## src/cache_geom_pkg.sv

```systemverilog
`default_nettype none

package cache_geom_pkg;

    // data word and its byte strobes
    localparam int word_width = 64;
    localparam int strb_width = word_width / 8;

    // default geometry, the top level may override it
    localparam int def_addr_width  = 32;
    localparam int def_line_count  = 64;
    localparam int def_block_words = 4;

endpackage

`default_nettype wire

```

## src/dcache_flag_ram.sv

```systemverilog
`timescale 1ns/1ns
`default_nettype none

module dcache_flag_ram #(
    parameter int line_count = cache_geom_pkg::def_line_count,
    localparam int index_width = $clog2(line_count)
) (
    input  wire                   CLK,
    input  wire                   RST,
    input  wire                   wren,
    input  wire [index_width-1:0] waddr,
    input  wire                   wbit,
    input  wire [index_width-1:0] raddr,
    output logic                  rbit
);

    logic [line_count-1:0] bits;

    always_ff @(posedge CLK) begin
        if (RST) begin
            bits <= '0;     // cold cache is all invalid and clean
            rbit <= 1'b0;
        end else begin
            if (wren) begin
                bits[waddr] <= wbit;
            end
            rbit <= (wren && waddr == raddr) ? wbit : bits[raddr];
        end
    end

endmodule

`default_nettype wire

```

## config.mk

```make
export PLATFORM = sky130hd
export DESIGN_NAME = dcache_flag_ram
export DESIGN_NICKNAME = d
export VERILOG_FILES = /design/src/cache_geom_pkg.sv /design/src/dcache_flag_ram.sv
export SDC_FILE = /design/constraint.sdc
export NUM_CORES = 1
export LEC_CHECK = 0
export ABC_AREA = 1
export BUFFER_PORTS_ARGS = -buffer_cell sky130_fd_sc_hd__buf_2
export CORE_MARGIN = 5
export CORE_UTILIZATION = 60
export DETAILED_ROUTE_END_ITERATION = 8
export PLACE_DENSITY = 0.76
export SETUP_SLACK_MARGIN = 0.15
export SYNTH_ARGS = -nofsm -noshare
export SYNTH_HDL_FRONTEND = slang
export SYNTH_SLANG_ARGS = --single-unit
```

## constraint.sdc

```tcl
create_clock -name CLK -period 1.63 [get_ports CLK]
set_input_delay 0.326 -clock CLK [delete_from_list [all_inputs] [get_ports CLK]]
set_output_delay 0.326 -clock CLK [all_outputs]
set_load 0.01 [all_outputs]
```

-- After elaboration in Yosys (flattened, before gate mapping)
Index checks and enable logic that the tools add are counted.
- bits in registers: 65
- output and inout port bits: 1
- reductions and logical operators: 2
- mux-type cells: 6
- equal/unequal tests: 1
- $lt $le $gt $ge: 3
- operators by type and width (kind ; count):
    $bwmux 64 ; 1
    $lt 6x7->1 const B ; 2
    $bmux 1 s6 ; 1
    $demux 1 s6 ; 1
    $eq 6x6->1 ; 1
    $ge 6x1->1 const B ; 1
    $mux 1 ; 3
    $logic_and 1x1->1 ; 2

-- Depth between registers and ports, before layout
Gate-level depths: netlist of the first run.
- depth in word-level cells: 5
- gate-level depth with buffers: 13
- depth with buffers taken out: 11

-- Least setup slack after synthesis of the first run
Ideal clock, no wire load.
- path type: input to register
- from: input port raddr[2]
- to: register rbit
- stages: 8
- path slack: 0.194 ns
- arrival time: 1.328 ns
- path buffers: 1
- setup time: 0.109 ns
- cell sequence: buf_2 > clkinv_1 > a221oi_1 > nand3_1 > o21bai_1 > inv_1 > nand2_1 > inv_1
- word-level cells in the longest chain between the ends: 3
- elaborated cells between the ends (all ways): 5
- classes of those cells: eq/ne (1); mux (3); reduce/logical (1)
- ends and longest elaborated chain (what ; RTL line ; RTL):
    from (decl) ; dcache_flag_ram.sv:13 ; input wire [index_width-1:0] raddr,
    $bmux 1 s6 or $eq 6x6->1 (tied branches) ; dcache_flag_ram.sv:27 ; rbit <= (wren && waddr == raddr) ? wbit : bits[raddr];
    $mux 1 (implied by the code) or $logic_and 1x1->1 (tied branches) ; dcache_flag_ram.sv:27 ;
    $mux 1 * ; dcache_flag_ram.sv:27 ;
    to (signal assigned) ; dcache_flag_ram.sv:27 ;
    to (decl) ; dcache_flag_ram.sv:14 ; output logic rbit
Mark *: on every way between the ends. The rest lies on a longest branch, timed or not. The select of a mux whose other input is x is not followed.
A chain may end at the register's enable or synchronous reset.

-- Worst setup path in the final report of the first run
- from: input port waddr[0]
- to: register bits[56]
- word-level cells in the longest chain between the ends: 5
- elaborated cells between the ends (all ways): 6
- classes of those cells: order compare (2); mux (3); reduce/logical (1)
- ends and longest elaborated chain (what ; RTL line ; RTL):
    from (decl) ; dcache_flag_ram.sv:11 ; input wire [index_width-1:0] waddr,
    $lt 6x7->1 (implied by the code) or $ge 6x1->1 (tied branches) ; dcache_flag_ram.sv:25 ; bits[waddr] <= wbit;
    $logic_and 1x1->1 (implied by the code) ; dcache_flag_ram.sv:25 ;
    $mux 1 (implied by the code) ; dcache_flag_ram.sv:25 ;
    $demux 1 s6 * ; dcache_flag_ram.sv:25 ;
    $bwmux 64 * ; dcache_flag_ram.sv:25 ;
    to (signal, indexed assignment) ; dcache_flag_ram.sv:25 ;
    to (decl) ; dcache_flag_ram.sv:17 ; logic [line_count-1:0] bits;
Mark *: on every way between the ends. The rest lies on a longest branch, timed or not.

==> summary.txt, run 1 <==
Clocking
  • Clk slew on worst S/H paths: 70 ps
  • CTS resizes: 0
  • Max Root-Sink Buffers: 2
  • Setup Buffers After CTS: 0
  • Clock sink count: 65
  • CTS tree: done
  • Worst-Skew Late Latency: 340 ps
  • Clk root buf: clkbuf_8
  • # hold bufs at CTS: 0
  • CTS Buf Count: 9
  • # H-tree levels: 3

Placed design
  • Inst Count DP: 586
  • GP Congestion: 0.8988
  • Half-perimeter wire length after placement: 6905 um
  • Port bufs: 16
  • Dpl cell area: 0.003794 mm2
  • DP Worst Slack: 65.62 ps

Timing
  • Hold Fails Final Rpt: 0
  • Final Max Slew Viols: 0
  • Fmax: 0.8066 GHz
  • Fin crit period: 1240 ps
  • Final Skew: 7.746 ps
  • RSZ-0062 raised after global routing: false
  • Setup violators final: 0
  • Worst-Margin Slew: 409.3 ps
  • Normalized max-slew margin: 0.7272
  • Worst setup margin: 390.2 ps
  • Tcrit/Tclk final: 0.7606
  • Fin Setup TNS: 0 ps

Final layout
  • Commonest non-fill, non-tap cell in the layout: nand3_1
  • Share of cells above drive strength 1: 0.2060
  • # diodes: 0
  • Layout Nets: 541
  • Layout area overhead: 15.40%
  • Most frequent cells in the layout: nand3_1 (117), nand2_1 (76), a21oi_1 (65), dfxtp_1 (65), o21ai_0 (36)
  • Non-Filler Instances: 601
  • Design Area, Final: 0.003975 mm2

Synthesis
  • Synth area leaders: dfxtp_1 (38%), nand3_1 (17%), a21oi_1 (9.4%), nand2_1 (8.3%), o21ai_0 (5.2%)
  • Synth top area share: 0.3778
  • Synth area leader: dfxtp_1
  • Flops & latches, synth: 65
  • Synth Area per Inst: 7.001 um2
  • Sequential area share after synthesis: 0.3778
  • Synthesis warning total: 0
  • Netlist cell types: 24
  • Post-synthesis cell count: 492
  • Mapped Area: 0.003445 mm2
  • Mapped Nets: 508

Floorplan
  • Initial core utilization: 0.6217
  • Row Count: 27
  • Die Y: 85.77 um
  • Full die area: 0.007356 mm2
  • Die X: 85.77 um
  • Core area: 0.005540 mm2
  • IO Pins: 17

Min path
  • Hold Path Class: in2reg
  • Hold EP: rbit
  • Min-delay src: raddr[5]
  • WHS Path Cells: 5

Pwr
  • Leak Pwr: 1.371 nW
  • Peak supply drop: 0.4622 mV
  • P per Cell Area: 831.0 mW/mm2

Drt
  • DRC violations left: 0
  • Total iterations of the first detailed-routing run: 5
  • Post-DRT Antenna Nets: 0
  • DR vias: 3631
  • Avg WL per Cell: 16.15 um
  • Drt via density: 6.042
  • Initial DRC count: 315
  • Routed Wire Length: 9709 um

Worst setup path
  • WP data required: 1880 ps
  • Path depth of the worst reg2reg path: 10
  • Data arrival, critical path: 1490 ps
  • Crit start category: input pin
  • R2R Path Start: bits[50]
  • FF-to-FF setup slack: 500 ps
  • Critical path fanouts, max: 6
  • Worst setup EP type: flop
  • Reg2reg end: rbit
  • Setup CP Type: in2reg

GRT
  • First-pass GRT wire length: 16370 um
  • Initial antenna violation count: 0
  • Total GRT Usage: 0.2769
  • Grt total ovfl: 0
  • Number of global-route vias before repair: 3318
  • Largest net degree at the start of global routing: 66

Outcome
  • Status: completed

Flow run
  • Total of max-cap violations: 0
-- flip-flops by register name, indices dropped and copies added, names as in the netlist --
register / flops
bits: 64
rbit: 1
-- cell families after synthesis --
family | Yosys count | share of synthesized area
compound gates | 127 | 0.1874
xor+xnor | 2 | 0.005086
buf+inv | 66 | 0.07809
flops | 65 | 0.3778
simple gates | 232 | 0.3516
-- Yosys cell counts --
library cell,n
nand3_1,117
nand2_1,76
a21oi_1,65
dfxtp_1,65
o21ai_0,36
o21ai_1,22
inv_2,20
inv_1,17
clkbuf_1,15
nor3_1,13
nor3_2,12
buf_2,11
nor2_4,8
nor3_4,3
buf_4,2
nor2_2,2
a221oi_1,1
clkinv_1,1
nor2_1,1
o211ai_1,1
o21bai_1,1
o22ai_1,1
xnor2_1,1
xor2_1,1
-- report_power, final --
group	internal, W	switching (W)	total, W
Sequential	0.00160	0.00000420	0.00160
Combinational	0.000134	0.000294	0.000428
Clock	0.000667	0.000607	0.00127
Total	0.00240	0.000905	0.00330
-- per-stage QoR --
| stage | utilization | hold slack [ps] | power, W |
|---|---|---|---|
| CTS | 0.7175 | 372.3 | 0.003296 |
| global route | 0.7175 | 419.3 | 0.003414 |
| global placement | 0.6847 | 456.2 | 0.002050 |
| floorplan | - | 449.7 | 0.001896 |
| finish | 0.7175 | 387.3 | 0.003303 |
| detailed placement | 0.6847 | 466.4 | 0.002054 |
-- worst max-delay path by stage --
stage                   from        to  slack [ps]
floorplan           raddr[2]      rbit         190
global placement    waddr[1]  bits[36]         100
detailed placement  waddr[1]  bits[12]          70
CTS                 waddr[1]  bits[12]         410
global route        waddr[0]   bits[9]         250
finish              waddr[0]  bits[56]         390
-- layout make-up --
type,instances,area (um2)
clock inverters,2,12.51
flip-flops and latches,65,1301
inverters,38,142.6
multi-input cells,361,1874
clock buffers,13,168.9
repair buffers,50,385.4
fillers,479,1565
well taps,72,90.09
-- layer usage --
metal  wire length (um)  vias to the layer above  track usage  share of wire
met4                133                        0       0.1036          0.014
met1               4292                     1660       0.3904           0.44
met5                  0                        -            0              0
met2               4373                      193       0.4181           0.45
li1                   -                     1766            -              -
met3                910                       12      0.05476          0.094
-- critical path, cell delays in order --
cell and delay [ps]:
buf_2 150, nor3_1 350, inv_1 150, nor2_4 110, buf_4 150, a21oi_1 60
nor3_1 190
(Power assumes the default switching activity.)
==> run 2, diff against run 1 <==
clock period = 1.17 ns   (was 1.63 ns; I/O delays follow)
==> run 2 against run 1 <==
  * The flow now finishes with violations (design-rule violations, negative setup slack)
  * Sequential power is 39% higher
  * Highest routed layer unchanged
  * Via count is 36% higher
  * First-iteration DRC count grew to 3.3 times the previous value
  * Critical path depth is 3 higher
  * Critical path type is now reg2reg
  * Non-clock buffer count is 61 higher
  * Total power is 60% higher
  * Register-to-register slack worse by 840 ps
==> summary.txt, run 2 (synthesis results as in run 1) <==
Drt
  • DRC violations left: 79 (+79)
  • Initial DRC count: 1041 (+230%)
  • Met2 WL: 7391 um (+69%)
  • Post-DRT Antenna Nets: 0 (unchanged)
  • DR vias: 4933 (+36%)
  • Routed Wire Length: 17220 um (+77%)
  • Met3 wire len: 2660 um (+190%)
  • Routed metal-1 wire length: 5511 um (+28%)
  • Avg WL per Cell: 26.02 um (+61%)
  • Drt via density: 7.452 (+23%)
  • Top Metal Used: met4
  • Total iterations of the first detailed-routing run: 9 (+4)

GRT
  • Grt total ovfl: 0 (unchanged)
  • Initial antenna violation count: 0 (unchanged)
  • First-pass GRT wire length: 19550 um (+19%)
  • Number of global-route vias before repair: 3993 (+20%)
  • Total GRT Usage: 0.3385 (+0.06155)
  • Largest net degree at the start of global routing: 42 (-36%)

Timing
  • RSZ-0062 raised after global routing: true
  • Final Skew: 14.84 ps (+7.095 ps)
  • Setup violators final: 4 (+4)
  • Normalized max-slew margin: 0.8093 (+0.08215)
  • Worst-Margin Slew: 285.1 ps (-124.1 ps)
  • Tcrit/Tclk final: 1.293
  • Hold Fails Final Rpt: 0 (unchanged)
  • Fmax: 0.6608 GHz
  • Fin crit period: 1513 ps
  • Final Max Slew Viols: 0 (unchanged)
  • Worst setup margin: -343.4 ps (-733.6 ps)

Final layout
  • Layout Nets: 602 (+11%)
  • Share of cells above drive strength 1: 0.4966 (+0.2906)
  • Biggest regs: bits x64, rbit x1
  • Layout area overhead: 49.95%
  • Most frequent cells in the layout: nand3_1 (83), buf_4 (70), nand2_1 (59), a21oi_1 (51), dfxtp_1 (46)
  • Non-Filler Instances: 662 (+10%)
  • Number of flip-flops in the largest register: 64 (unchanged)
  • # diodes: 0 (unchanged)
  • Most flops, register: bits
  • Commonest non-fill, non-tap cell in the layout: nand3_1

Worst setup path
  • WP data required: 1430 ps (-450 ps)
  • Critical path fanouts, max: 2 (-4)
  • Data arrival, critical path: 1770 ps (+280 ps)
  • Path depth of the worst reg2reg path: 10 (unchanged)
  • Worst setup EP type: flop
  • Setup CP Type: reg2reg
  • FF-to-FF setup slack: -340 ps (-840 ps)
  • Crit start category: flop

Pwr
  • P per Cell Area: 1022 mW/mm2 (+23%)
  • Seq pwr share: 0.423 (-0.062)
  • Total power: 0.005278 W (+60%)
  • Clock group share of total power: 0.384 (-0.002)
  • Leak Pwr: 1.891 nW (+38%)
  • Cell-internal power: 0.003638 W (+52%)
  • Sw Share: 0.3107 (+0.03674)
  • Peak supply drop: 0.8568 mV (+85%)
  • P_sw: 0.001640 W (+81%)
  • Logic pwr share: 0.193 (+0.063)

Placed design
  • Half-perimeter wire length after placement: 8129 um (+18%)
  • GP Congestion: 0.9276 (+3.2%)
  • Port bufs: 16 (unchanged)
  • Inst Count DP: 634 (+8.2%)

Floorplan
  • Row Count: 27 (unchanged)
  • Die X: 85.77 um (unchanged)
  • Die Y: 85.77 um (unchanged)
  • Full die area: 0.007356 mm2 (unchanged)
  • IO Pins: 17 (unchanged)
  • Core area: 0.005540 mm2 (unchanged)
  • Initial core utilization: 0.6217 (unchanged)

Outcome
  • Failing checks: design-rule violations, negative setup slack
  • Status: finished with violations

Clocking
  • # H-tree levels: 3 (unchanged)
  • Clk root buf: clkbuf_8
  • # hold bufs at CTS: 0 (unchanged)
  • Worst-Skew Late Latency: 350 ps (about the same)
  • Clk slew on worst S/H paths: 90 ps (+20 ps)
  • Max Root-Sink Buffers: 2 (unchanged)
  • Clock sink count: 65 (unchanged)
  • CTS Buf Count: 9 (unchanged)
  • CTS tree: done

Min path
  • WHS Path Cells: 2 (-3)
  • Hold Path Class: in2reg

Flow run
  • Total of max-cap violations: 0 (unchanged)
## run 2: cell count changes in the layout (fill, tap and decap cells not counted), sizes merged
cell,before,now
bufinv,0,1
inv,37,38
clkinv,2,3
clkinvlp,1,0
buf,50,109
## run 2: repair_timing
item	in CTS	in global routing
setup endpoints to repair	37	59
gates resized for setup	25	127
cloned	0	0
pin swaps	21	51
buffers inserted	6	7
## run 2: routing by layer
metal,up-vias,GRT usage
met1,2151,0.4365
li1,1897,-
met4,0,0.1784
met2,648,0.5410
met3,237,0.05860
met5,-,0
## run 2: worst paths after layout
path,startpoint,to
worst max-delay path,bits[21],rbit
worst min-delay path,RST,bits[18]
worst max register to register,bits[21],rbit
worst min register to register,bits[4],bits[4]
## run 2: cell type report
cell class,count,area [um2]
inverter,38,197.7
timing repair buffer,111,1001
clock buffer,11,141.4
clock inverter,4,52.55
fill,178,375.4
tap,72,90.09
multi-input combinational,361,2357
sequential,65,1325
## run 2: power by group through the flow
stage / sequential [W] / combinational, W / clock (W)
2_1_floorplan: 0.00228 / 0.000452 / 0
3_3_place_gp: 0.00228 / 0.000762 / 0
3_5_place_dp: 0.00228 / 0.000774 / 0
4_1_cts: 0.00223 / 0.000813 / 0.00192
5_1_grt: 0.00223 / 0.00104 / 0.00206
6_report: 0.00223 / 0.00102 / 0.00203
## run 2: critical path, cell delays in order (launching register included)
cell	delay, ps
dfxtp_1	350
nand2_1	90
nand3_1	190
nand3_2	170
nand3_1	110
nand2_1	100
nand2_1	70
nand3_1	120
nand3_1	90
nand2_1	100
inv_1	50
## run 2: per-stage QoR
step | worst slack, ps | instance area, um2 | hold slack, ps | setup TNS [ps] | util
final | -343.4 | 5165 | 200.2 | -361.0 | 0.9322
after detailed placement | -283.6 | 4360 | 467.3 | -12520 | 0.7870
after floorplan | -39.85 | 3690 | 428.0 | -272.4 | -
after CTS | 76.11 | 4681 | 197.9 | 0 | 0.8449
after global placement | -269.8 | 4360 | 459.2 | -10490 | 0.7870
after global routing | -300.6 | 5165 | 198.7 | -545.8 | 0.9322
==> run 3, diff against run 2 <==
CORE_UTILIZATION = 50   (was 60)
PLACE_DENSITY = 0.65   (was 0.76)
==> run 3 against run 2 <==
  * The run now ends clean
  * First-iteration DRC count shrank 77%
  * Register-to-register slack better by 370 ps
  * Via count fell by 20%
  * Wire length down 33%
  * Flip-flop and latch count stayed put
==> summary.txt, run 3 (synthesis results as in run 1) <==
Final layout
  • Share of cells above drive strength 1: 0.4276 (-0.06902)
  • Layout area overhead: 46.10%
  • Biggest regs: bits x64, rbit x1
  • Layout Nets: 591 (-1.8%)
  • Most flops, register: bits
  • Fill cells: 516 (+190%)
  • Non-Filler Instances: 660 (-0.30%)
  • Commonest non-fill, non-tap cell in the layout: nand3_1
  • Register Area: 0.001318 mm2 (-0.57%)
  • Most frequent cells in the layout: nand3_1 (88), buf_4 (67), nand2_1 (66), a21oi_1 (58), dfxtp_1 (52)
  • Multi-input combinational cell area: 0.002242 mm2 (-4.9%)
  • Number of flip-flops in the largest register: 64 (unchanged)
  • # diodes: 0 (unchanged)

Timing
  • Normalized max-slew margin: 0.7906 (-0.01876)
  • Fin crit period: 1145 ps (-368.4 ps)
  • Final Max Slew Viols: 0 (unchanged)
  • Setup violators final: 0 (-4)
  • Fmax: 0.8734 GHz (+32%)
  • Final Skew: 11.30 ps (-3.543 ps)
  • Hold Fails Final Rpt: 0 (unchanged)
  • RSZ-0062 raised after global routing: true
  • Worst setup margin: 25.07 ps (+368.4 ps)
  • Tcrit/Tclk final: 0.9786 (-0.3149)
  • Worst-Margin Slew: 314.2 ps (+29.06 ps)

Min path
  • Hold Path Class: in2reg
  • Min-delay src: waddr[1]

Drt
  • Drt via density: 5.989 (-20%)
  • Met2 WL: 5618 um (-24%)
  • DRC violations left: 0 (-100%)
  • Routed metal-1 wire length: 4867 um (-12%)
  • Top Metal Used: met4
  • Initial DRC count: 240 (-77%)
  • Met3 wire len: 833 um (-69%)
  • Total iterations of the first detailed-routing run: 5 (-4)
  • Routed Wire Length: 11490 um (-33%)
  • Post-DRT Antenna Nets: 0 (unchanged)
  • DR vias: 3953 (-20%)
  • Avg WL per Cell: 17.41 um (-33%)

GRT
  • Largest net degree at the start of global routing: 34 (-19%)
  • Grt total ovfl: 0 (unchanged)
  • Initial antenna violation count: 0 (unchanged)
  • First-pass GRT wire length: 18310 um (-6.4%)
  • Number of global-route vias before repair: 3683 (-7.8%)
  • Total GRT Usage: 0.2693 (-0.06921)

Pwr
  • Sw Share: 0.2632 (-0.04749)
  • P_sw: 0.001529 W (-6.7%)
  • Cell-internal power: 0.004281 W (+18%)
  • Logic pwr share: 0.156 (-0.037)
  • Leak Pwr: 1.836 nW (-2.9%)
  • Seq pwr share: 0.384 (-0.039)
  • Peak supply drop: 0.6893 mV (-20%)
  • P per Cell Area: 1155 mW/mm2 (+13%)
  • Clock group share of total power: 0.460 (+0.076)

Placed design
  • Port bufs: 16 (unchanged)
  • Inst Count DP: 638 (+0.63%)
  • GP Congestion: 0.8565 (-7.7%)
  • DP Worst Slack: -299.2 ps (-15.59 ps)
  • Half-perimeter wire length after placement: 7979 um (-1.8%)

Worst setup path
  • WP data required: 1430 ps (about the same)
  • Data arrival, critical path: 1400 ps (-370 ps)
  • Critical path fanouts, max: 2 (unchanged)
  • Worst setup EP type: flop
  • Crit. Startpoint: bits[0]
  • R2R Path Start: bits[0]
  • Setup CP Type: reg2reg
  • Crit start category: flop

Clocking
  • # H-tree levels: 3 (unchanged)
  • CTS Buf Count: 9 (unchanged)
  • Clock sink count: 65 (unchanged)
  • Worst-Skew Late Latency: 350 ps (about the same)
  • Clk root buf: clkbuf_8
  • # hold bufs at CTS: 0 (unchanged)
  • Max Root-Sink Buffers: 2 (unchanged)
  • Clk slew on worst S/H paths: 80 ps (about the same)
  • CTS tree: done

Floorplan
  • Die X: 93 um (+8.4%)
  • IO Pins: 17 (unchanged)
  • Die Y: 93 um (+8.4%)
  • Row Count: 30 (+11%)
  • Core area: 0.006756 mm2 (+22%)
  • Initial core utilization: 0.5098 (-0.1119)
  • Full die area: 0.008649 mm2 (+18%)

Outcome
  • Status: completed

Flow run
  • Total of max-cap violations: 0 (unchanged)
-- run 3: layer usage --
metal	track usage	up-vias
met3	0.05149	20
li1	-	1890
met1	0.3545	1862
met4	0.07570	0
met5	0	-
met2	0.4505	181
-- run 3: power by group through the flow --
stage / sequential (W) / clock [W] / combinational (W)
after floorplan: 0.00228 / 0 / 0.000452
after global placement: 0.00228 / 0 / 0.000805
after detailed placement: 0.00228 / 0 / 0.000813
after CTS: 0.00223 / 0.00268 / 0.000835
after global routing: 0.00223 / 0.00281 / 0.000958
final: 0.00223 / 0.00267 / 0.000907
-- run 3: final cells by class --
| class | instances | area share |
|---|---|---|
| Multi-Input combinational cell | 361 | 0.4455 |
| Sequential cell | 65 | 0.2618 |
| Inverter | 38 | 0.03680 |
| Timing Repair Buffer | 100 | 0.1815 |
| Clock buffer | 10 | 0.02735 |
| Tap cell | 80 | 0.01989 |
| Clock inverter | 6 | 0.02710 |
-- run 3: worst max-delay path: stages (launching register included) --
cell,delay [ps]
dfxtp_1,330
nand2_1,70
nand3_1,80
nand3_1,110
nand3_2,80
nand2_2,90
nand2_1,50
nand3_1,60
nand3_1,70
nand2_1,70
inv_1,40
-- run 3: final timing paths --
| kind | end | slack (ps) | cells past startpoint |
|---|---|---|---|
| max | rbit | 30 | 10 |
| min | bits[49] | 220 | 4 |
| max reg2reg | rbit | 30 | 10 |
| min reg2reg | bits[32] | 470 | 2 |
-- run 3: timing repair --
action	in CTS	in global routing
buffers inserted	2	4
endpoints found under the setup margin	13	40
gates cloned	0	0
gates resized for setup	14	75
hold endpoints to repair	0	0
pin swaps	6	43
-- run 3: stage by stage --
step                total power (W)  setup TNS (ps)  instance area (um2)  utilization  hold WS, ps
floorplan                  0.002732          -272.4                 3690            -        428.0
global placement           0.003085          -10520                 4403       0.6517        458.4
detailed placement         0.003094          -12000                 4403       0.6517        470.6
CTS                        0.005747               0                 4741       0.7017        221.8
global route               0.005997          -42.92                 5032       0.7448        230.8
finish                     0.005810               0                 5032       0.7448        219.2
