==> config.mk <==
export PLATFORM = sky130hd
export DESIGN_NAME = dcache_ctrl
export DESIGN_NICKNAME = d
export VERILOG_FILES = /design/src/cache_geom_pkg.sv /design/src/mem_op_pkg.sv /design/src/dcache_ctrl.sv
export SDC_FILE = /design/constraint.sdc
export NUM_CORES = 1
export LEC_CHECK = 0
export BUFFER_PORTS_ARGS = -buffer_cell sky130_fd_sc_hd__buf_2
export CAP_MARGIN = 0
export CORE_AREA = 2 2 552 554
export CTS_BUF_LIST = sky130_fd_sc_hd__clkbuf_4 sky130_fd_sc_hd__clkbuf_8
export CTS_CLUSTER_SIZE = 30
export DETAILED_ROUTE_END_ITERATION = 16
export DIE_AREA = 0 0 554 556
export PLACE_DENSITY_LB_ADDON = 0.05
export SLEW_MARGIN = 20
export SYNTH_ARGS = -nofsm -noshare
export SYNTH_HDL_FRONTEND = slang
export SYNTH_SLANG_ARGS = --single-unit
==> constraint.sdc <==
create_clock -name CLK -period 6.05 [get_ports CLK]
set_input_delay 0.605 -clock CLK [delete_from_list [all_inputs] [get_ports CLK]]
set_output_delay 0.605 -clock CLK [all_outputs]
set_load 0.02 [all_outputs]
==> src/cache_geom_pkg.sv <==
`default_nettype none

package cache_geom_pkg;

    // data word and its byte strobes
    localparam int word_width = 64;
    localparam int strb_width = word_width / 8;

    // default geometry, the top level may override it
    localparam int def_addr_width  = 32;
    localparam int def_line_count  = 64;
    localparam int def_block_words = 4;

endpackage

`default_nettype wire

==> src/mem_op_pkg.sv <==
`default_nettype none

package mem_op_pkg;

    typedef enum logic [1:0] {
        ctrl_none  = 2'd0,
        ctrl_load  = 2'd1,
        ctrl_store = 2'd2   // atomics travel as stores with a non-idle opcode
    } ctrl_e;

    typedef enum logic [3:0] {
        amo_idle = 4'd0,
        amo_swap = 4'd1,
        amo_add  = 4'd2,
        amo_xor  = 4'd3,
        amo_and  = 4'd4,
        amo_or   = 4'd5,
        amo_min  = 4'd6,
        amo_max  = 4'd7,
        amo_minu = 4'd8,
        amo_maxu = 4'd9
    } amo_e;

    // one word, seen whole or as the two halves that a 32-bit atomic works on
    typedef union packed {
        logic [cache_geom_pkg::word_width-1:0] word;
        struct packed {
            logic [31:0] hi;
            logic [31:0] lo;
        } half;
    } amo_word_u;

endpackage

`default_nettype wire

==> src/dcache_ctrl.sv <==
`timescale 1ns/1ns
`default_nettype none

module dcache_ctrl #(
    parameter int addr_width  = cache_geom_pkg::def_addr_width,
    parameter int line_count  = cache_geom_pkg::def_line_count,
    parameter int block_words = cache_geom_pkg::def_block_words,
    localparam int index_width  = $clog2(line_count),
    localparam int woff_width   = $clog2(block_words),
    localparam int offset_width = woff_width + $clog2(cache_geom_pkg::strb_width),
    localparam int tag_width    = addr_width - index_width - offset_width,
    localparam int line_width   = block_words * cache_geom_pkg::word_width
) (
    input  wire                                   CLK,
    input  wire                                   RST,
    input  wire [addr_width-1:0]                  s1_addr,
    input  wire [addr_width-1:0]                  s2_addr,
    input  wire mem_op_pkg::ctrl_e                s2_kind,
    input  wire [tag_width-1:0]                   tag_rdata,
    input  wire                                   valid_rdata,
    input  wire                                   dirty_rdata,
    input  wire [line_width-1:0]                  line_rdata,
    input  wire [cache_geom_pkg::word_width-1:0]  new_word,
    input  wire                                   DATA_FROM_L2_VALID,
    input  wire [line_width-1:0]                  DATA_FROM_L2,
    input  wire                                   WRITE_DONE,
    output logic                                  stall,
    output logic                                  CACHE_READY,
    output logic [cache_geom_pkg::word_width-1:0] DATA,
    output logic [cache_geom_pkg::word_width-1:0] old_word,
    output logic                                  half_sel,
    output logic [index_width-1:0]                rd_index,
    output logic [index_width-1:0]                wr_index,
    output logic                                  data_wren,
    output logic [line_width-1:0]                 data_wdata,
    output logic                                  tag_wren,
    output logic [tag_width-1:0]                  tag_wdata,
    output logic                                  valid_wren,
    output logic                                  valid_wbit,
    output logic                                  dirty_wren,
    output logic                                  dirty_wbit,
    output logic                                  ADDR_TO_L2_VALID,
    output logic [addr_width-offset_width-1:0]    ADDR_TO_L2,
    output logic                                  DATA_TO_L2_VALID,
    output logic [addr_width-offset_width-1:0]    WADDR_TO_L2,
    output logic [line_width-1:0]                 DATA_TO_L2
);
    import cache_geom_pkg::*;
    import mem_op_pkg::*;

    localparam logic [2:0] st_idle      = 3'd0;
    localparam logic [2:0] st_wb        = 3'd1;
    localparam logic [2:0] st_wait_wr   = 3'd2;
    localparam logic [2:0] st_fetch     = 3'd3;
    localparam logic [2:0] st_wait_fill = 3'd4;
    localparam logic [2:0] st_replay    = 3'd5;

    logic [2:0]             state;
    logic [2:0]             state_nxt;
    logic [index_width-1:0] s2_index;
    logic [tag_width-1:0]   s2_tag;
    logic [woff_width-1:0]  s2_woff;
    logic                   s2_active;
    logic                   hit;
    logic                   miss;
    logic                   run;
    logic                   hit_wr;
    logic                   fill;
    logic [line_width-1:0]  merged_line;

    assign s2_index = s2_addr[offset_width +: index_width];
    assign s2_tag   = s2_addr[addr_width-1 -: tag_width];
    assign s2_woff  = s2_addr[offset_width-1 -: woff_width];

    // ########################################################################
    // compare stage

    assign s2_active   = s2_kind != ctrl_none;
    assign hit         = valid_rdata && tag_rdata == s2_tag;
    assign miss        = s2_active && !hit;
    assign run         = state == st_idle || state == st_replay;
    assign CACHE_READY = run && !miss;
    assign stall       = !CACHE_READY;

    assign old_word = line_rdata[s2_woff*word_width +: word_width];
    assign DATA     = old_word;       // loads and atomics both return the stored word
    assign half_sel = s2_addr[2];

    always_comb begin
        merged_line = line_rdata;
        merged_line[s2_woff*word_width +: word_width] = new_word;
    end

    // while frozen the arrays keep reading the missed line, so replay sees the refill
    assign rd_index = stall ? s2_index : s1_addr[offset_width +: index_width];
    assign wr_index = s2_index;

    assign hit_wr = CACHE_READY && s2_kind == ctrl_store;
    assign fill   = state == st_wait_fill && DATA_FROM_L2_VALID;

    assign data_wren  = hit_wr || fill;
    assign data_wdata = fill ? DATA_FROM_L2 : merged_line;
    assign tag_wren   = fill;
    assign tag_wdata  = s2_tag;
    assign valid_wren = fill;
    assign valid_wbit = 1'b1;
    assign dirty_wren = hit_wr || fill;
    assign dirty_wbit = hit_wr;       // a refilled line starts clean

    // ########################################################################
    // miss sequencer

    always_comb begin
        state_nxt = state;
        case (state)
            st_idle, st_replay: begin
                if (miss) begin
                    state_nxt = (valid_rdata && dirty_rdata) ? st_wb : st_fetch;
                end else begin
                    state_nxt = st_idle;
                end
            end
            st_wb:        state_nxt = st_wait_wr;
            st_wait_wr:   state_nxt = WRITE_DONE ? st_fetch : st_wait_wr;
            st_fetch:     state_nxt = st_wait_fill;
            st_wait_fill: state_nxt = DATA_FROM_L2_VALID ? st_replay : st_wait_fill;
            default:      state_nxt = st_idle;
        endcase
    end

    always_ff @(posedge CLK) begin
        if (RST) begin
            state <= st_idle;
        end else begin
            state <= state_nxt;
        end
    end

    // each request pulse lasts exactly the one cycle spent in its state
    assign DATA_TO_L2_VALID = state == st_wb;
    assign WADDR_TO_L2      = {tag_rdata, s2_index};
    assign DATA_TO_L2       = line_rdata;
    assign ADDR_TO_L2_VALID = state == st_fetch;
    assign ADDR_TO_L2       = s2_addr[addr_width-1:offset_width];

endmodule

`default_nettype wire

Yosys cells after proc, flatten, opt, wreduce, memory -nomap -nowiden
Index checks and enable logic that the tools add are counted.
- register bits after elaboration: 3
- output and inout port bits: 738
- word-level logic and storage cells: 34
- $add $sub $neg: 1
- eq/ne operators: 7
- shift-type cells: 3
- muxes and demuxes: 8
- reductions and logical operators: 14
- operator list (operator ; count):
    bitwise mux 256 bit ; 1
    two-way mux 256 bit ; 1
    variable shift 64 x 34 -> 256 bit, first input constant ; 1
    indexed part select 256 x 9 -> 64 bit ; 1
    indexed part select 64 x 34 -> 256 bit ; 1
    negation 8 -> 34 bit ; 1
    == test 21 bit ; 1
    one-hot mux 3 bit (5 select lines) ; 1
    == test 3 x 2 -> 1 bit, second input constant ; 2
    == test 3 bit, second input constant ; 2
    logical AND 1 bit ; 6
    two-way mux 6 bit ; 1
    two-way mux 2 bit ; 2
    == test 3 x 1 -> 1 bit, second input constant ; 1
    logical NOT 1 bit ; 3
    logical NOT 3 bit ; 1
    == test 2 bit, second input constant ; 1
    logical OR 1 bit ; 2
    two-way mux 1 bit ; 2
    nonzero test 2 bit ; 1
    OR reduction 2 bit ; 1

Depth between registers and ports, before layout
Gate-level depths: netlist (run 1).
- depth in word-level cells: 8
- depth in mapped cells: 9
- depth with buffers taken out: 6

Worst setup path after synthesis (run 1)
No wires, ideal clock.
- path type: input port to output port
- start: input port s2_addr[4]
- end: output port data_wdata[10]
- data arrival time: 2.985 ns
- data required time: 5.445 ns
- path slack: 2.460 ns
- stages on the path: 9
- path buffers: 4
- cells stage by stage: clkbuf_1 buf_1 inv_1 ha_1 nor4bb_1 buf_2 buf_1 a21oi_1 o21ai_0
- cells in the longest elaborated chain, start to end: 4
- elaborated cells on any way between the ends: 5
- those cells by class: 1 x add/sub; 2 x shift; 2 x mux
- RTL lines (item ; line ; text):
    start: declaration ; dcache_ctrl.sv:17 ; input wire [addr_width-1:0] s2_addr,
    negation 8 -> 34 bit (*) ; dcache_ctrl.sv:91 ; merged_line[s2_woff*word_width +: word_width] = new_word;
    indexed part select 64 x 34 -> 256 bit or variable shift 64 x 34 -> 256 bit (tied branches) ; dcache_ctrl.sv:91 ;
    bitwise mux 256 bit (*) ; dcache_ctrl.sv:91 ;
    two-way mux 256 bit (*) ; dcache_ctrl.sv:102 ; assign data_wdata = fill ? DATA_FROM_L2 : merged_line;
    end: declaration ; dcache_ctrl.sv:35 ; output logic [line_width-1:0] data_wdata,
Every way passes the cells marked *; elsewhere a longest branch is shown, timed or not.

Final worst setup path (run 1)
- start: input port s2_addr[3]
- end: output port data_wdata[121]
The elaborated chain is that of the path after synthesis.

==> impl_metrics.yaml, run 1 <==
yosys:
  synth_warnings: 0
  synth_simple_gate_area_share: 0.261
  synth_edf_count: 0
  synth.area.mux_share: 0.131
  yosys.area_share.adder: 0.00564
  yosys.area_share.xor_xnor: 0.0174
  mappedNetlistArea_um2: 11100
  avgSynthCellArea_um2: 6.37
  synth.ff_latch_count: 3
  mappedNetlistNets: 2416
  synth_sequential_area_ratio: 0.00541
  synth-compound-area-share: 0.247
  largest_family_of_logic_cells_by_synthesized_area: "buffers and inverters"
  async_flop_share: 0
  dominant_synthesized_flop_cell: "sky130_fd_sc_hd__dfxtp_1"
  post_synth_num_cell_types: 41
  synthesis.instances: 1742
finish:
  reg_top3: "state (3)"
  finalCoreUtilization: 0.0664
  syn2layout_area_growth_pct: 80.9
  registers.top_by_ff_count: "state"
  fin_cells: 6664
  post-route-cell-area_um2: 20100
  final_nets: 3313
  drive_gt1_frac: 0.572
  largest_register_ffs: 3
placement:
  numPortBuffers: 1375
  placed_cells_incl_taps: 6612
  dpl_worst_slack_ns: 1.38
  place.detailed.hpwl_um: 170000
  finalWeightedCongestion: 0.767
  placed_cell_area_um2: 19900
cts:
  postCtsHoldBufs: 0
  clk_root_buffer_cell: "sky130_fd_sc_hd__clkbuf_8"
  tritoncts_num_sinks: 3
  cts_resized: 0
  clk-insertion-delay-late_ns: 0.21
  setup_bufs_post_cts: 0
  ctsHtreeMaxLevel: 1
  ctsLongestPathBuffers: 2
  cts-buffers-inserted: 3
  tritoncts_clock_tree: "done"
  clkTransAtPathRegs_ns: 0.03
grt:
  antenna_violations_before_repair: 165
  globalRouteTotalUtil: 0.118
  globalRoute.totalOverflow: 0
  grt_pass1_vias: 17068
  grt_pass1_wl_um: 230000
  grt_max_degree: 65
power_and_ir_drop:
  power.share.switching: 0.681
  clkPwrFrac: 0.029
  total_power_mw: 2.14
  power_frac_seq: 0.013
  largest_vdd_supply_drop_mv: 0.0300
  switching_power_summed_over_all_nets_mw: 1.46
  power.combinational.fraction: 0.958
  power_density_nw_per_um2: 107
  internal-power_mw: 0.684
  power_leakage_nw: 8.07
setup_path:
  timing.critical_path.from: "s2_addr[3]"
  worst-endpoint-arrival_ns: 3.71
  worst_r2r_startpoint: "state[0]"
  end_kind: "primary output"
  setup.worst_path.class: "in2out"
  timing.reg2reg.setup_slack_ns: 4.78
  start_kind: "input pin"
  cp_data_required_time_ns: 5.44
  path_max_fanout: 17
floorplanning:
  floorplan.rows: 202
  initial_utilization: 0.0367
  dieWidth_um: 554
  design.portCount: 1407
  total_die_area_um2: 308000
  fp.dieH_um: 556
  core_region_area_um2: 302000
run:
  max_cap_viols: 0
detailed_routing:
  ant_nets: 0
  first_pass_iteration_count_of_the_detailed_router: 5
  via_per_inst: 2.51
  routed_wl_um: 191000
  wl_per_cell_um: 28.6
  vias: 16734
  remaining_drc_errors: 0
  drt_iter0_markers: 722
sta:
  grt_setup_unrepaired: "no"
  max_slew.worst_pin.slew_ns: 0.967
  worst_slew_margin_rel: 0.350
  holdWs_ns: 0.635
  final.setup.tns_ns: 0
  finalSetupViolCount: 0
  clock_skew_ns: 0.000168
  final_period_minus_worst_setup_slack_ns: 4.32
  finalWorstSetupSlack_ns: 1.73
  slew_viol_final: 0
  timing.final.hold_violations: 0
  max_freq_mhz: 232
  period_share: 0.714
run_status:
  status: "complete, no violations"
min_path:
  worst_hold_startpoint: "RST"
  worstHoldPathType: "in2reg"
cells in the final DEF, fill, tap and decap left out, drive strengths merged, types with 2 or more instances in the layout:
| master | count |
|---|---|
| nor4 | 2 |
| and2 | 2 |
| buf | 1429 |
| nand3b | 2 |
| nor3 | 4 |
| o211a | 6 |
| diode | 48 |
| dfxtp | 3 |
| nor2b | 261 |
| nand4 | 10 |
| o211ai | 6 |
| nand2 | 270 |
| a21boi | 2 |
| clkbuf | 5 |
| mux4 | 64 |
| nand2b | 2 |
| xnor2 | 22 |
| inv | 3 |
| o21ai | 257 |
| a21oi | 262 |
| ha | 5 |
| nand3 | 5 |
| nor2 | 6 |
synth_stat cells, drive strengths merged, types with 3 or more instances:
library cell | instances | area share
o211a | 6 | 0.0054
o21ai | 257 | 0.12
nand4 | 10 | 0.0056
ha | 5 | 0.0056
dfxtp | 3 | 0.0054
inv | 3 | 0.0010
o211ai | 6 | 0.0041
mux4 | 64 | 0.13
nand3 | 5 | 0.0023
clkbuf | 73 | 0.025
nor3 | 4 | 0.0033
nand2 | 270 | 0.091
buf | 465 | 0.31
nor2 | 6 | 0.0020
nor2b | 261 | 0.15
a21oi | 262 | 0.12
xnor2 | 22 | 0.017
metal layers:
metal  global-route usage  wire length [um]
met1                0.125             69800
met2                0.216             95800
met3               0.0552             20900
met4               0.0135              3500
met5                    0               821
final timing paths:
path,endpoint,cells after the start
hold reg to reg,state[2],2
hold / removal,state[2],2
setup / recovery,data_wdata[121],9
setup reg to reg,state[2],4
power groups by stage:
stage	Combinational, mW	Sequential, mW	Clock [mW]
6_report	2.05	0.0280	0.0617
5_1_grt	2.21	0.0289	0.0647
4_1_cts	2.15	0.0283	0.0633
3_5_place_dp	2.15	0.0285	0
3_3_place_gp	2.16	0.0288	0
2_1_floorplan	1.12	0.0228	0
kinds of logic (layout without fill, tap and decap cells):
kind of cell,count (synthesis),count (layout)
buffers and inverters,541,1437
AND/OR/NAND/NOR,569,569
adder cells (fa/ha/maj),5,5
flip-flops,3,3
AO/OA/AOI/OAI,536,536
XOR/XNOR,22,22
multiplexers,65,65
other,1,49
cell type report:
class	instances	area, um2
repair buffers	1430	7410
flip-flops and latches	3	60.1
multi-input cells	1198	7440
diodes	48	120
clock buffers	4	48.8
well taps	3978	4980
inverters	3	11.3
fillers	36073	282000
worst max-delay path, cell delays in order:
cell	delay, ns
sky130_fd_sc_hd__clkbuf_8	0.26
sky130_fd_sc_hd__buf_4	0.55
sky130_fd_sc_hd__ha_4	0.24
sky130_fd_sc_hd__nand2_1	0.08
sky130_fd_sc_hd__nor3_4	0.68
sky130_fd_sc_hd__buf_12	0.25
sky130_fd_sc_hd__a21oi_1	0.14
sky130_fd_sc_hd__o21ai_0	0.53
sky130_fd_sc_hd__buf_2	0.28
(Power assumes the default switching activity.)
==> run 2: changes to the inputs <==
--- a/config.mk
+++ b/config.mk
@@ -5,13 +5,14 @@
 export SDC_FILE = /design/constraint.sdc
 export NUM_CORES = 1
 export LEC_CHECK = 0
+export ABC_AREA = 1
 export BUFFER_PORTS_ARGS = -buffer_cell sky130_fd_sc_hd__buf_2
 export CAP_MARGIN = 0
-export CORE_AREA = 2 2 552 554
+export CORE_AREA = 2 2 554 556
 export CTS_BUF_LIST = sky130_fd_sc_hd__clkbuf_4 sky130_fd_sc_hd__clkbuf_8
 export CTS_CLUSTER_SIZE = 30
 export DETAILED_ROUTE_END_ITERATION = 16
-export DIE_AREA = 0 0 554 556
+export DIE_AREA = 0 0 556 558
 export PLACE_DENSITY_LB_ADDON = 0.05
 export SLEW_MARGIN = 20
 export SYNTH_ARGS = -nofsm -noshare
==> constraint.sdc (replaced) <==
create_clock -name CLK -period 4.3 [get_ports CLK]
set_input_delay 0.43 -clock CLK [delete_from_list [all_inputs] [get_ports CLK]]
set_output_delay 0.43 -clock CLK [all_outputs]
set_load 0.02 [all_outputs]
==> impl_metrics.yaml, run 2 <==
run_status:
  status: "complete, no violations"
detailed_routing:
  remaining_drc_errors: 0
  wl_per_cell_um: 25.6
  first_pass_iteration_count_of_the_detailed_router: 7
  drt_iter0_markers: 947
  ant_nets: 0
  routed_wl_um: 188000
  vias: 19522
  via_per_inst: 2.66
yosys:
  mappedNetlistNets: 3112
  synth_top_area_share: 0.283
  yosys.area_share.xor_xnor: 0.00147
  synth.ff_latch_count: 3
  yosys.area_share.adder: 0.00526
  dominant_synthesized_flop_cell: "sky130_fd_sc_hd__dfxtp_1"
  mappedNetlistArea_um2: 11900
  avgSynthCellArea_um2: 4.88
  post_synth_main_area_contributors: "sky130_fd_sc_hd__nand2_1 28%, sky130_fd_sc_hd__buf_4 26%, sky130_fd_sc_hd__inv_1 9.4%, sky130_fd_sc_hd__o22ai_1 8.3%, sky130_fd_sc_hd__a21oi_1 8.2%"
  synth_edf_count: 0
  synthesis.instances: 2438
  post_synth_num_cell_types: 25
  async_flop_share: 0
  synth_sequential_area_ratio: 0.00505
  synth_simple_gate_area_share: 0.338
  synth-compound-area-share: 0.240
  ys_top_cells_by_count: "898 x sky130_fd_sc_hd__nand2_1, 407 x sky130_fd_sc_hd__buf_4, 297 x sky130_fd_sc_hd__inv_1"
  synth.most_common_cell: "sky130_fd_sc_hd__nand2_1"
  synth_warnings: 0
  yosys.area.top_type: "sky130_fd_sc_hd__nand2_1"
  synth.area.mux_share: 0
  largest_family_of_logic_cells_by_synthesized_area: "buffers and inverters"
finish:
  most_common_cell_after_layout_fill_and_taps_aside: "sky130_fd_sc_hd__buf_2"
  finalCoreUtilization: 0.0686
  syn2layout_area_growth_pct: 75.7
  final_cell_mix: "1371 x sky130_fd_sc_hd__buf_2, 896 x sky130_fd_sc_hd__nand2_1, 295 x sky130_fd_sc_hd__inv_1"
  fin_cells: 7332
  reg_top3: "state (3)"
  drive_gt1_frac: 0.439
  nFillCells: 36628
  final_nets: 3979
  largest_register_ffs: 3
  registers.top_by_ff_count: "state"
sta:
  grt_setup_unrepaired: "no"
  final.setup.tns_ns: 0
  clock_skew_ns: 0.00174
  max_freq_mhz: 285
  max_slew.worst_pin.slew_ns: 0.931
  finalSetupViolCount: 0
  final_period_minus_worst_setup_slack_ns: 3.51
  worst_slew_margin_rel: 0.379
  timing.final.hold_violations: 0
  period_share: 0.815
  slew_viol_final: 0
setup_path:
  cp_data_required_time_ns: 3.87
  rr_worst_depth: 6
  timing.reg2reg.setup_slack_ns: 2.57
  setup.worst_path.class: "in2out"
  worst-endpoint-arrival_ns: 3.08
  start_kind: "input pin"
  end_kind: "primary output"
  worst_r2r_endpoint: "state[0]"
  timing.critical_path.from: "s2_addr[4]"
  path_max_fanout: 26
  worst_r2r_startpoint: "state[1]"
cts:
  postCtsHoldBufs: 0
  cts-buffers-inserted: 3
  tritoncts_num_sinks: 3
  clk-insertion-delay-late_ns: 0.21
  setup_bufs_post_cts: 0
  ctsHtreeMaxLevel: 1
  tritoncts_clock_tree: "done"
  ctsLongestPathBuffers: 2
  cts_resized: 0
  clkTransAtPathRegs_ns: 0.03
  clk_root_buffer_cell: "sky130_fd_sc_hd__clkbuf_8"
min_path:
  timing.hold.worst_path_depth: 2
  holdPathEnd: "state[0]"
  worst_hold_startpoint: "RST"
  worstHoldPathType: "in2reg"
grt:
  globalRoute.totalOverflow: 0
  antenna_violations_before_repair: 90
  globalRouteTotalUtil: 0.114
  grt_util_met3: 0.0301
  grt_pass1_wl_um: 231000
  grt_max_degree: 90
  grt_busiest_layer: "met2"
  grt_pass1_vias: 20337
  grt_use_met2: 0.221
  met1_usage: 0.123
floorplanning:
  floorplan.rows: 203
  initial_utilization: 0.0391
  fp.dieH_um: 558
  total_die_area_um2: 310000
  design.portCount: 1407
  dieWidth_um: 556
  core_region_area_um2: 305000
placement:
  placed_cells_incl_taps: 7297
  finalWeightedCongestion: 0.768
  place.detailed.hpwl_um: 161000
  numPortBuffers: 1375
power_and_ir_drop:
  power_leakage_nw: 10.9
  largest_vdd_supply_drop_mv: 0.0488
  power_density_nw_per_um2: 156
run:
  max_cap_viols: 0
-- run 2: cell types whose count changed after synthesis, sizes merged, moves of 7 or more --
cell and change:
clkbuf -7, xnor2 -20, a21oi -67, nor2 +54, o21ai -122, inv +299, nand3 +70, o22ai +157
a31oi +33, mux4 -64, nor2b -261, nand4 -8, buf +34, nand2 +629
-- run 2: power breakdown --
group          switching [mW]  internal (mW)  total (mW)
sequential            0.00529         0.0338      0.0390
clock                  0.0182         0.0695      0.0877
combinational            2.29          0.852        3.14
-- run 2: area by class of cell --
class	count	area [um2]	share of cell area
Multi-Input combinational cell	1568	7050	0.337
Inverter	302	1160	0.0555
Sequential cell	3	60.1	0.00287
Antenna cell	31	77.6	0.00371
Clock buffer	4	48.8	0.00234
Tap cell	3997	5000	0.239
Timing Repair Buffer	1427	7500	0.359
-- run 2: logic make-up after synthesis --
logic type	count (synthesis)
other cells	1
simple gates	1038
buf+inv	867
fa+ha+maj	5
flops	3
compound gates	522
xor+xnor	2
-- run 2: worst max path at each step --
| stage | end | slack, ns | cells after the start |
|---|---|---|---|
| 6_report | data_wdata[147] | 0.79 | 10 |
| 5_1_grt | data_wdata[147] | 0.57 | 10 |
| 4_1_cts | data_wdata[147] | 0.52 | 10 |
| 3_5_place_dp | data_wdata[147] | 0.52 | 10 |
| 3_3_place_gp | data_wdata[147] | 0.54 | 10 |
| 2_1_floorplan | data_wdata[201] | 1.57 | 8 |
-- run 2: routing by layer --
metal,routed length [um],part of all wire
met1,70300,0.37
met2,99600,0.53
met3,13500,0.072
met4,3770,0.020
met5,353,0.0019
-- run 2: through the flow --
stage               area (um2)  power, mW  hold slack [ns]  setup slack, ns
floorplan                11900       1.73            0.469             1.57
finish                   20900       3.27            0.436            0.794
CTS                      20800       3.43            0.452            0.520
global placement         20800       3.36            0.570            0.540
global route             20800       3.54            0.448            0.567
detailed placement       20800       3.33            0.556            0.522
-- run 2: worst max-delay path, stage by stage --
cell and delay [ns]:
sky130_fd_sc_hd__buf_2 0.15, sky130_fd_sc_hd__inv_6 0.26, sky130_fd_sc_hd__ha_1 0.37, sky130_fd_sc_hd__inv_2 0.13
sky130_fd_sc_hd__nand4_4 0.35, sky130_fd_sc_hd__buf_4 0.56, sky130_fd_sc_hd__o22ai_1 0.16, sky130_fd_sc_hd__nand2_1 0.16
sky130_fd_sc_hd__nand2_1 0.20, sky130_fd_sc_hd__buf_2 0.22
==> run 3: changes to the inputs <==
--- a/config.mk
+++ b/config.mk
@@ -5,14 +5,14 @@
 export SDC_FILE = /design/constraint.sdc
 export NUM_CORES = 1
 export LEC_CHECK = 0
-export ABC_AREA = 1
+export ABC_AREA = 0
 export BUFFER_PORTS_ARGS = -buffer_cell sky130_fd_sc_hd__buf_2
 export CAP_MARGIN = 0
-export CORE_AREA = 2 2 554 556
+export CORE_AREA = 2 2 543 545
 export CTS_BUF_LIST = sky130_fd_sc_hd__clkbuf_4 sky130_fd_sc_hd__clkbuf_8
 export CTS_CLUSTER_SIZE = 30
 export DETAILED_ROUTE_END_ITERATION = 16
-export DIE_AREA = 0 0 556 558
+export DIE_AREA = 0 0 545 547
 export PLACE_DENSITY_LB_ADDON = 0.05
 export SLEW_MARGIN = 20
 export SYNTH_ARGS = -nofsm -noshare
==> constraint.sdc (replaced) <==
create_clock -name CLK -period 3.5 [get_ports CLK]
set_input_delay 0.35 -clock CLK [delete_from_list [all_inputs] [get_ports CLK]]
set_output_delay 0.35 -clock CLK [all_outputs]
set_load 0.02 [all_outputs]
==> impl_metrics.yaml, run 3 (synthesized netlist as in run 1, its figures left out) <==
power_and_ir_drop:
  power_density_nw_per_um2: 186
  largest_vdd_supply_drop_mv: 0.0628
  power_leakage_nw: 8.24
detailed_routing:
  routed_wl_um: 191000
  vias: 16830
  remaining_drc_errors: 0
  drt_iter0_markers: 686
  via_per_inst: 2.54
  first_pass_iteration_count_of_the_detailed_router: 5
  wl_per_cell_um: 28.9
  ant_nets: 0
cts:
  postCtsHoldBufs: 0
  clk-insertion-delay-late_ns: 0.21
  ctsLongestPathBuffers: 2
  cts_resized: 1
  tritoncts_clock_tree: "done"
  clkTransAtPathRegs_ns: 0.03
  cts-buffers-inserted: 3
  tritoncts_num_sinks: 3
  ctsHtreeMaxLevel: 1
  setup_bufs_post_cts: 0
  clk_root_buffer_cell: "sky130_fd_sc_hd__clkbuf_8"
placement:
  numPortBuffers: 1375
  finalWeightedCongestion: 0.790
  place.detailed.hpwl_um: 168000
  dpl_worst_slack_ns: -0.0955
  placed_cell_area_um2: 20300
grt:
  antenna_violations_before_repair: 165
  grt_pass1_vias: 17007
  grt_util_met3: 0.0532
  globalRouteTotalUtil: 0.121
  grt_use_met2: 0.223
  met1_usage: 0.129
  grt_pass1_wl_um: 230000
  grt_max_degree: 74
  grt_busiest_layer: "met2"
  globalRoute.totalOverflow: 0
floorplanning:
  design.portCount: 1407
  dieWidth_um: 545
  total_die_area_um2: 298000
  initial_utilization: 0.0379
  floorplan.rows: 199
  fp.dieH_um: 547
  core_region_area_um2: 293000
setup_path:
  path_max_fanout: 16
  cp_data_required_time_ns: 3.15
  worst-endpoint-arrival_ns: 2.92
  end_kind: "primary output"
  worst_r2r_startpoint: "state[0]"
  start_kind: "input pin"
  timing.critical_path.from: "s2_addr[4]"
  setup.worst_path.class: "in2out"
sta:
  finalSetupViolCount: 0
  max_slew.worst_pin.slew_ns: 0.869
  grt_setup_unrepaired: "no"
  clock_skew_ns: 0.00155
  max_freq_mhz: 306
  slew_viol_final: 0
  final_period_minus_worst_setup_slack_ns: 3.27
  holdWs_ns: 0.355
  finalWorstSetupSlack_ns: 0.228
  timing.final.hold_violations: 0
  worst_slew_margin_rel: 0.420
  period_share: 0.935
finish:
  drive_gt1_frac: 0.575
  registers.top_by_ff_count: "state"
  post-route-cell-area_um2: 20400
  final_nets: 3328
  largest_register_ffs: 3
  most_common_cell_after_layout_fill_and_taps_aside: "sky130_fd_sc_hd__buf_2"
  final_cell_mix: "1359 x sky130_fd_sc_hd__buf_2, 270 x sky130_fd_sc_hd__nand2_1, 261 x sky130_fd_sc_hd__nor2b_1, 261 x sky130_fd_sc_hd__a21oi_1, 231 x sky130_fd_sc_hd__o21ai_0"
  finalCoreUtilization: 0.0699
  syn2layout_area_growth_pct: 84.4
  reg_top3: "state (3)"
min_path:
  worstHoldPathType: "in2reg"
  worst_hold_startpoint: "RST"
run_status:
  status: "complete, no violations"
run:
  max_cap_viols: 0
-- run 3: layer usage --
layer	share of wire	up-vias
met5	0.0036	-
met4	0.020	108
met3	0.12	225
met2	0.50	1107
met1	0.36	7987
li1	-	7403
-- run 3: area by class of cell --
cell class                 count  area [um2]
antenna                       47         118
timing repair buffer        1445        7860
multi-input combinational   1198        7450
inverter                       3        11.3
tap                         3919        4900
sequential                     3        60.1
fill                       34884      272000
clock buffer                   4        48.8
-- run 3: final timing paths --
| check | end | slack (ns) | depth (start not counted) |
|---|---|---|---|
| max | data_wdata[44] | 0.23 | 10 |
| max reg2reg | state[2] | 2.40 | 4 |
| min reg2reg | state[2] | 0.62 | 3 |
| min | state[2] | 0.35 | 2 |
-- run 3: report_power, final --
group | switching (mW) | internal (mW) | total (mW) | leakage [nW]
clock network | 0.0222 | 0.0853 | 0.107 | 0.0265
registers | 0.00445 | 0.0383 | 0.0427 | 0.0248
logic | 2.53 | 1.13 | 3.66 | 8.19
total | 2.56 | 1.25 | 3.81 | 8.24
-- run 3: stage by stage --
step	TNS (ns)	cells	total power, mW
after floorplan	0	1742	1.97
after global placement	-0.137	6568	3.90
after detailed placement	-0.0955	6568	3.86
after CTS	0	6572	3.98
after global routing	0	6585	4.08
final	0	6619	3.81
-- run 3: critical path: stages --
cell and delay (ns):
sky130_fd_sc_hd__buf_6 0.13, sky130_fd_sc_hd__inv_1 0.17, sky130_fd_sc_hd__ha_1 0.40, sky130_fd_sc_hd__nor4bb_4 0.42
sky130_fd_sc_hd__buf_12 0.29, sky130_fd_sc_hd__buf_4 0.27, sky130_fd_sc_hd__a21oi_1 0.09, sky130_fd_sc_hd__o21ai_0 0.42
sky130_fd_sc_hd__buf_4 0.22, sky130_fd_sc_hd__buf_12 0.11
